`src/mulAddPkg.sv`:
```
// shared widths and packed types of the multiply-accumulate tile, compiled ahead of every RTL file
`default_nettype none

package mulAddPkg;

	// operand and datapath widths
	localparam int opWidth = 8; // operands a and b
	localparam int accWidth = 20; // operand c, sum and accumulator
	localparam int prodWidth = 2 * opWidth; // raw unsigned product
	localparam int cfgWidth = 6; // mode bits in the config word

	// decoded mode bits
	// declared msb first so that regA lands on bit 0 of the config word
	typedef struct packed {
		logic regOut; // bit 5 puts the accumulator on q
		logic signExt; // bit 4 extends the product by its top bit
		logic accumulate; // bit 3 adds acc instead of c
		logic regC; // bit 2 takes c from its register
		logic regB; // bit 1 takes b from its register
		logic regA; // bit 0 takes a from its register
	} mulAddCfgT;

	// operand bundle
	// used at the tile input and for the operands in use
	typedef struct packed {
		logic [opWidth-1:0] a; // multiplicand
		logic [opWidth-1:0] b; // multiplier
		logic [accWidth-1:0] c; // addend
	} mulAddOpsT;

	// execute stage results handed to the output stage
	typedef struct packed {
		logic [accWidth-1:0] sum; // product plus addend mod 2^accWidth
		logic [accWidth-1:0] acc; // accumulator register
		logic carry; // carry out of the current add
	} mulAddExecT;

endpackage

`default_nettype wire

```
`src/mulAddCfgDecode.sv`:
```
// configuration register of the tile, loads the mode word on a strobe and splits it into named fields
`timescale 1ns/1ps
`default_nettype none

module mulAddCfgDecode (
	input wire UserCLK, // tile clock
	input wire arstN, // async reset, active low
	input wire cfgLoad, // load strobe
	input wire [mulAddPkg::cfgWidth-1:0] cfgData, // raw mode word
	output mulAddPkg::mulAddCfgT cfg // decoded mode
);

	logic [mulAddPkg::cfgWidth-1:0] cfgReg; // latched mode word

	// take the word on the strobe edge
	// new mode is visible from the next cycle on
	always_ff @(posedge UserCLK or negedge arstN) begin
		if (!arstN) begin
			cfgReg <= '0; // combinational, unsigned, no acc
		end else if (cfgLoad) begin
			cfgReg <= cfgData; // frame load stand-in
		end
	end

	// bit map of the config word
	// the only place that knows bit positions
	always_comb begin
		cfg.regA = cfgReg[0]; // register operand a
		cfg.regB = cfgReg[1]; // register operand b
		cfg.regC = cfgReg[2]; // register operand c
		cfg.accumulate = cfgReg[3]; // acc as addend
		cfg.signExt = cfgReg[4]; // sign-fill product
		cfg.regOut = cfgReg[5]; // registered output
	end

endmodule

`default_nettype wire

```
`src/mulAddExecute.sv`:
```
// operand stage, unsigned 8x8 multiply, product extension, 20-bit add and accumulator of the tile
`timescale 1ns/1ps
`default_nettype none

module mulAddExecute (
	input wire UserCLK, // tile clock
	input wire arstN, // async reset, active low
	input wire mulAddPkg::mulAddCfgT cfg, // decoded mode
	input wire mulAddPkg::mulAddOpsT ops, // live operands
	input wire clr, // clears the accumulator
	output mulAddPkg::mulAddExecT ex // sum, acc and carry
);

	// upper bits filled by the extension
	localparam int extWidth = mulAddPkg::accWidth - mulAddPkg::prodWidth;

	mulAddPkg::mulAddOpsT opsReg; // operands sampled last edge
	mulAddPkg::mulAddOpsT opsUse; // operands in use this cycle

	logic [mulAddPkg::prodWidth-1:0] product; // raw a*b
	logic [mulAddPkg::accWidth-1:0] prodExt; // product widened to acc width
	logic [mulAddPkg::accWidth-1:0] addend; // c or acc
	logic [mulAddPkg::accWidth:0] sumWide; // sum with carry on top
	logic [mulAddPkg::accWidth-1:0] accReg; // accumulator

	// operand registers
	// sampled every edge regardless of mode
	always_ff @(posedge UserCLK or negedge arstN) begin
		if (!arstN) begin
			opsReg <= '0;
		end else begin
			opsReg <= ops; // one cycle behind the inputs
		end
	end

	// per-operand pick between register and live value
	always_comb begin
		opsUse.a = cfg.regA ? opsReg.a : ops.a; // a path
		opsUse.b = cfg.regB ? opsReg.b : ops.b; // b path
		opsUse.c = cfg.regC ? opsReg.c : ops.c; // c path
	end

	// unsigned multiply
	// both factors are opWidth so the context is prodWidth
	assign product = opsUse.a * opsUse.b;

	// sign mode only copies the product msb upward
	// it is not a signed multiply
	always_comb begin
		if (cfg.signExt) begin
			prodExt = {{extWidth{product[mulAddPkg::prodWidth-1]}}, product};
		end else begin
			prodExt = {{extWidth{1'b0}}, product}; // zero fill
		end
	end

	// addend select
	assign addend = cfg.accumulate ? accReg : opsUse.c;

	// one bit wider to catch the carry
	assign sumWide = {1'b0, prodExt} + {1'b0, addend};

	// accumulator
	// clr wins over the load of the sum
	always_ff @(posedge UserCLK or negedge arstN) begin
		if (!arstN) begin
			accReg <= '0;
		end else if (clr) begin
			accReg <= '0; // clear level seen at edge
		end else begin
			accReg <= sumWide[mulAddPkg::accWidth-1:0]; // loads every cycle
		end
	end

	// hand results to the output stage
	always_comb begin
		ex.sum = sumWide[mulAddPkg::accWidth-1:0]; // mod 2^20
		ex.acc = accReg;
		ex.carry = sumWide[mulAddPkg::accWidth]; // bit out of the add
	end

endmodule

`default_nettype wire

```
`src/mulAddResult.sv`:
```
// output stage of the tile, picks live sum or accumulator for q and keeps the sticky carry flag
`timescale 1ns/1ps
`default_nettype none

module mulAddResult (
	input wire UserCLK, // tile clock
	input wire arstN, // async reset, active low
	input wire mulAddPkg::mulAddCfgT cfg, // decoded mode
	input wire mulAddPkg::mulAddExecT ex, // execute results
	input wire clr, // clears the flag
	output logic [mulAddPkg::accWidth-1:0] q, // tile result
	output logic carryFlag // sticky carry out
);

	// output select
	// regOut shows the accumulator, so results land one edge late
	// otherwise the sum goes straight out with no clock in the path
	always_comb begin
		if (cfg.regOut) begin
			q = ex.acc; // registered result
		end else begin
			q = ex.sum; // combinational result
		end
	end

	// sticky carry flag
	// follows the accumulator clear so both drop on the same edge
	// set by any carrying add, whatever the mode
	always_ff @(posedge UserCLK or negedge arstN) begin
		if (!arstN) begin
			carryFlag <= 1'b0;
		end else if (clr) begin
			carryFlag <= 1'b0; // clr has priority
		end else if (ex.carry) begin
			carryFlag <= 1'b1; // add wrapped past 2^20
		end
	end

endmodule

`default_nettype wire

```
`src/mulAddTile.sv`:
```
// top level of the multiply-accumulate tile, ties config decode, execute and output stage together
`timescale 1ns/1ps
`default_nettype none

module mulAddTile (
	input wire UserCLK, // tile clock
	input wire arstN, // async reset, active low
	input wire cfgLoad, // config load strobe
	input wire [mulAddPkg::cfgWidth-1:0] cfgData, // config word
	input wire mulAddPkg::mulAddOpsT ops, // operands a, b, c
	input wire clr, // clears acc and flag
	output logic [mulAddPkg::accWidth-1:0] q, // result
	output logic carryFlag // sticky carry
);

	mulAddPkg::mulAddCfgT cfg; // decoded mode for execute and result
	mulAddPkg::mulAddExecT ex; // execute to result

	// config register and field map
	mulAddCfgDecode cfgDecode_i (
		.UserCLK (UserCLK),
		.arstN (arstN),
		.cfgLoad (cfgLoad),
		.cfgData (cfgData),
		.cfg (cfg)
	);

	// operand stage, multiply, add, accumulator
	mulAddExecute execute_i (
		.UserCLK (UserCLK),
		.arstN (arstN),
		.cfg (cfg),
		.ops (ops),
		.clr (clr),
		.ex (ex)
	);

	// output mux and carry flag
	mulAddResult result_i (
		.UserCLK (UserCLK),
		.arstN (arstN),
		.cfg (cfg),
		.ex (ex),
		.clr (clr),
		.q (q),
		.carryFlag (carryFlag)
	);

endmodule

`default_nettype wire

```
`config.mk`:
```
export PLATFORM = sky130hd
export DESIGN_NAME = mulAddTile
export DESIGN_NICKNAME = d
export VERILOG_FILES = /design/src/mulAddPkg.sv /design/src/mulAddCfgDecode.sv /design/src/mulAddExecute.sv /design/src/mulAddResult.sv /design/src/mulAddTile.sv
export SDC_FILE = /design/constraint.sdc
export NUM_CORES = 1
export LEC_CHECK = 0
export ABC_AREA = 0
export BUFFER_PORTS_ARGS = -buffer_cell sky130_fd_sc_hd__buf_4
export CAP_MARGIN = 40
export CORE_MARGIN = 2
export CORE_UTILIZATION = 30
export DETAILED_ROUTE_END_ITERATION = 8
export PLACE_DENSITY = 0.46
export REMOVE_ABC_BUFFERS = 1
export SKIP_LAST_GASP = 1
export SYNTH_ARGS = -nofsm -noshare
export SYNTH_HDL_FRONTEND = slang
export SYNTH_SLANG_ARGS = --single-unit
export TNS_END_PERCENT = 30
```
`constraint.sdc`:
```
create_clock -name UserCLK -period 8.7 [get_ports UserCLK]
set_clock_uncertainty 0.2 [all_clocks]
set_input_delay 1.305 -clock UserCLK [delete_from_list [all_inputs] [get_ports UserCLK]]
set_output_delay 1.305 -clock UserCLK [all_outputs]
set_load 0.02 [all_outputs]
```
==> reports/results.tsv <==
stage	metric	value	unit
status	status	complete, no violations	
final_layout	n_diodes	0	
drt	DRT Wirelength	15.2	mm
logic_synthesis	Cells after Synth	636	
clocking	clk root buf	clkbuf_16	
setup_path	required time worst endpoint	7.19	ns
drt	DR iter-0 viols	201	
drt	top sig layer	met4	
global_routing	gr ovfl total	0	
setup_path	Crit. End Element	output port	
final_layout	Area growth syn-to-layout	33.4	%
clocking	cts hold-fix bufs	0	
logic_synthesis	share of the synthesized area in the top cell type	27.3	%
clocking	CTS H-tree lvls	3	
setup_path	crit path max fanout	6	
setup_path	CP most frequent cell	fa_1	
global_routing	initial antenna violation count	0	
logic_synthesis	most area-hungry cell type in the Yosys netlist	dfrtp_1	
timing	Final Cycle Share	97.3	%
clocking	Reg clk slew, reported paths	0.06	ns
setup_path	Slowest Stage Delay on Critical Path	0.55	ns
die	I/O pins	67	
logic_synthesis	Post-synth EDFFs	0	
setup_path	Worst Path Arrival	6.96	ns
timing	achievable frequency	0.118	GHz
drt	DRC viols	0	
drt	Vias/cell	4.81	
placement	routability cong.	0.875	
timing	Max-slew headroom	54.7	%
die	chip height	143	µm
logic_synthesis	Synth Warn #	0	
logic_synthesis	Post-synth top cells	nor2_1, dfrtp_1, inv_1	
clocking	Clock Latency Late Sink	0.34	ns
drt	router iterations before antenna repair	4	
global_routing	global-route usage over all layers	16.0	%
timing	final hold viol count	0	
logic_synthesis	top_reg_cell synth	dfrtp_1	
logic_synthesis	top cells by area, synth	dfrtp_1, fa_1, ha_1	
final_layout	NumNets Final	902	
die	DIE WIDTH	143	µm
global_routing	number of global-route vias before repair	5183	
drt	met3 routed WL	478	µm
setup_path	critical path's top delay family	adder cells	
drt	metal2 WL	7.51	mm
hold_path	worst hold path type	reg -> reg	
drt	DRT antenna net count	0	
drt	Via Count	4815	
drt	drt wl/cell	15.2	µm
clocking	CTS tree	yes	
setup_path	CP Cell Sequence	buf_4 -> mux2i_2 -> buf_4 -> nor2_1 -> fa_1 -> fa_1 -> fa_1 -> inv_1 -> fa_1 -> inv_1 -> ha_2 -> a21oi_2 -> o211ai_1 -> a31o_2 -> a21oi_2 -> xnor2_2 -> ha_1 -> a21o_1 -> a21o_1 -> a21o_1 -> or4_1 -> nor2_2 -> a2111oi_4 -> buf_4	
timing	Pins Over Slew Limit	0	
placement	pre-CTS WS	-0.190	ns
final_layout	filler instances	1845	
setup_path	CP bufs+invs	5	
die	Initial Util	30.8	%
logic_synthesis	syn avg cell area	9.08	µm²
logic_synthesis	async set or reset register ratio after synthesis	100	%
logic_synthesis	post-synthesis sequential area ratio	27.3	%
clocking	# clock sinks	63	
final_layout	fin util	41.0	%
placement	I/O Buffers	66	
die	Core ar.	18800	µm²
timing	RSZ-0062 raised after global routing	yes	
clocking	Num CTS Buffers	9	
logic_synthesis	cell area after synthesis	5770	µm²
timing	Worst Setup Slack, final	0.233	ns
logic_synthesis	number of synthesized register bits	63	
setup_path	crit path kind	in -> out	
timing	worst-margin pin slew	0.679	ns
clocking	clk buf depth	2	
die	die area	20400	µm²
global_routing	largest net degree at the start of global routing	47	
drt	met1 wire length	6.98	mm
logic_synthesis	most numerous cell in the Yosys netlist	nor2_1	
setup_path	Crit-path slowest cell	fa_1	
die	Rows	50	
final_layout	ratio of cells with drive above 1 in the final layout	30.1	%
setup_path	crit path launch type	input pin	
timing	# setup viols final	0	
timing	Final Critical Period	8.47	ns
logic_synthesis	Synth cell types	53	
run	max_cap viols	0	
placement	DP HPWL	11.9	mm
global_routing	first-pass GRT wire length	25.4	mm
## cells in the final DEF, fill, tap and decap left out, types with 5 or more instances in the layout
| cell | count |
|---|---|
| a21o_1 | 20 |
| a21oi_1 | 23 |
| a21oi_2 | 6 |
| buf_4 | 140 |
| clkbuf_16 | 9 |
| dfrtp_1 | 62 |
| fa_1 | 37 |
| ha_1 | 49 |
| ha_4 | 6 |
| inv_1 | 58 |
| mux2_2 | 7 |
| mux2i_1 | 25 |
| mux2i_4 | 8 |
| nand2_1 | 49 |
| nand3_1 | 8 |
| nand4_1 | 8 |
| nor2_1 | 78 |
| nor2b_1 | 5 |
| nor3_1 | 13 |
| o211ai_1 | 5 |
| o21a_1 | 7 |
| o21ai_0 | 42 |
| or2_2 | 13 |
| xnor2_1 | 12 |
## state kept, by name (all words and copies together), names as in the netlist
signal / flops
execute_i.opsReg: 36
execute_i.accReg: 20
cfgDecode_i.cfg: 6
result_i.carryFlag: 1
## stage by stage
| step | area (µm²) | std cells | setup TNS [ns] | hold WS, ns |
|---|---|---|---|---|
| 3_5_place_dp | 6930 | 973 | -0.531 | 0.332 |
| 6_report | 7700 | 1001 | 0 | 0.345 |
| 5_1_grt | 7700 | 1001 | -0.0234 | 0.369 |
| 4_1_cts | 7360 | 989 | -0.000183 | 0.348 |
| 2_1_floorplan | 5650 | 610 | 0 | 0.272 |
| 3_3_place_gp | 6900 | 972 | -0.717 | 0.330 |
## what timing repair did
action	4_1_cts	5_1_grt
endpoints found under the setup margin	5	7
pin swaps	3	29
buffers inserted	0	13
gates resized for setup	12	46
## metal layers
metal | up-vias | GRT usage [%]
met3 | 13 | 3.25
met1 | 2317 | 19.9
li1 | 2415 | -
met2 | 70 | 27.8
met5 | - | 0
met4 | 0 | 5.21
## final cells by class
class / count / area, µm² / area share [%]
timing repair buffer: 141 / 1080 / 14.0
clock buffer: 11 / 253 / 3.28
tap: 234 / 293 / 3.80
sequential: 63 / 1580 / 20.5
inverter: 60 / 225 / 2.92
multi-input combinational: 487 / 4170 / 54.2
clock inverter: 5 / 104 / 1.35
## logic make-up after synthesis
kind of cell    share of synthesized area, %
flops                                   27.3
buf+inv                                 6.07
simple gates                            15.6
xor+xnor                                3.03
fa+ha+maj                               25.2
mux                                     7.78
compound gates                          15.0
## worst paths after layout
| kind | start | end | slack, ns | cells after the start |
|---|---|---|---|---|
| max in group asynchronous | arstN | execute_i.opsReg[11] | 7.14 | 2 |
| worst max-delay path | ops[31] | q[16] | 0.23 | 24 |
| min in group asynchronous | arstN | execute_i.opsReg[34] | 0.63 | 1 |
| worst min-delay path | cfgDecode_i.cfg[4] | cfgDecode_i.cfg[4] | 0.35 | 1 |
| worst max register to register | cfgDecode_i.cfg[0] | result_i.carryFlag | 1.92 | 24 |
| worst min register to register | cfgDecode_i.cfg[4] | cfgDecode_i.cfg[4] | 0.35 | 1 |
Power is left out: the tool's default activity adds up to more than one toggle a clock period on the data nets, which glitch-free logic cannot reach.
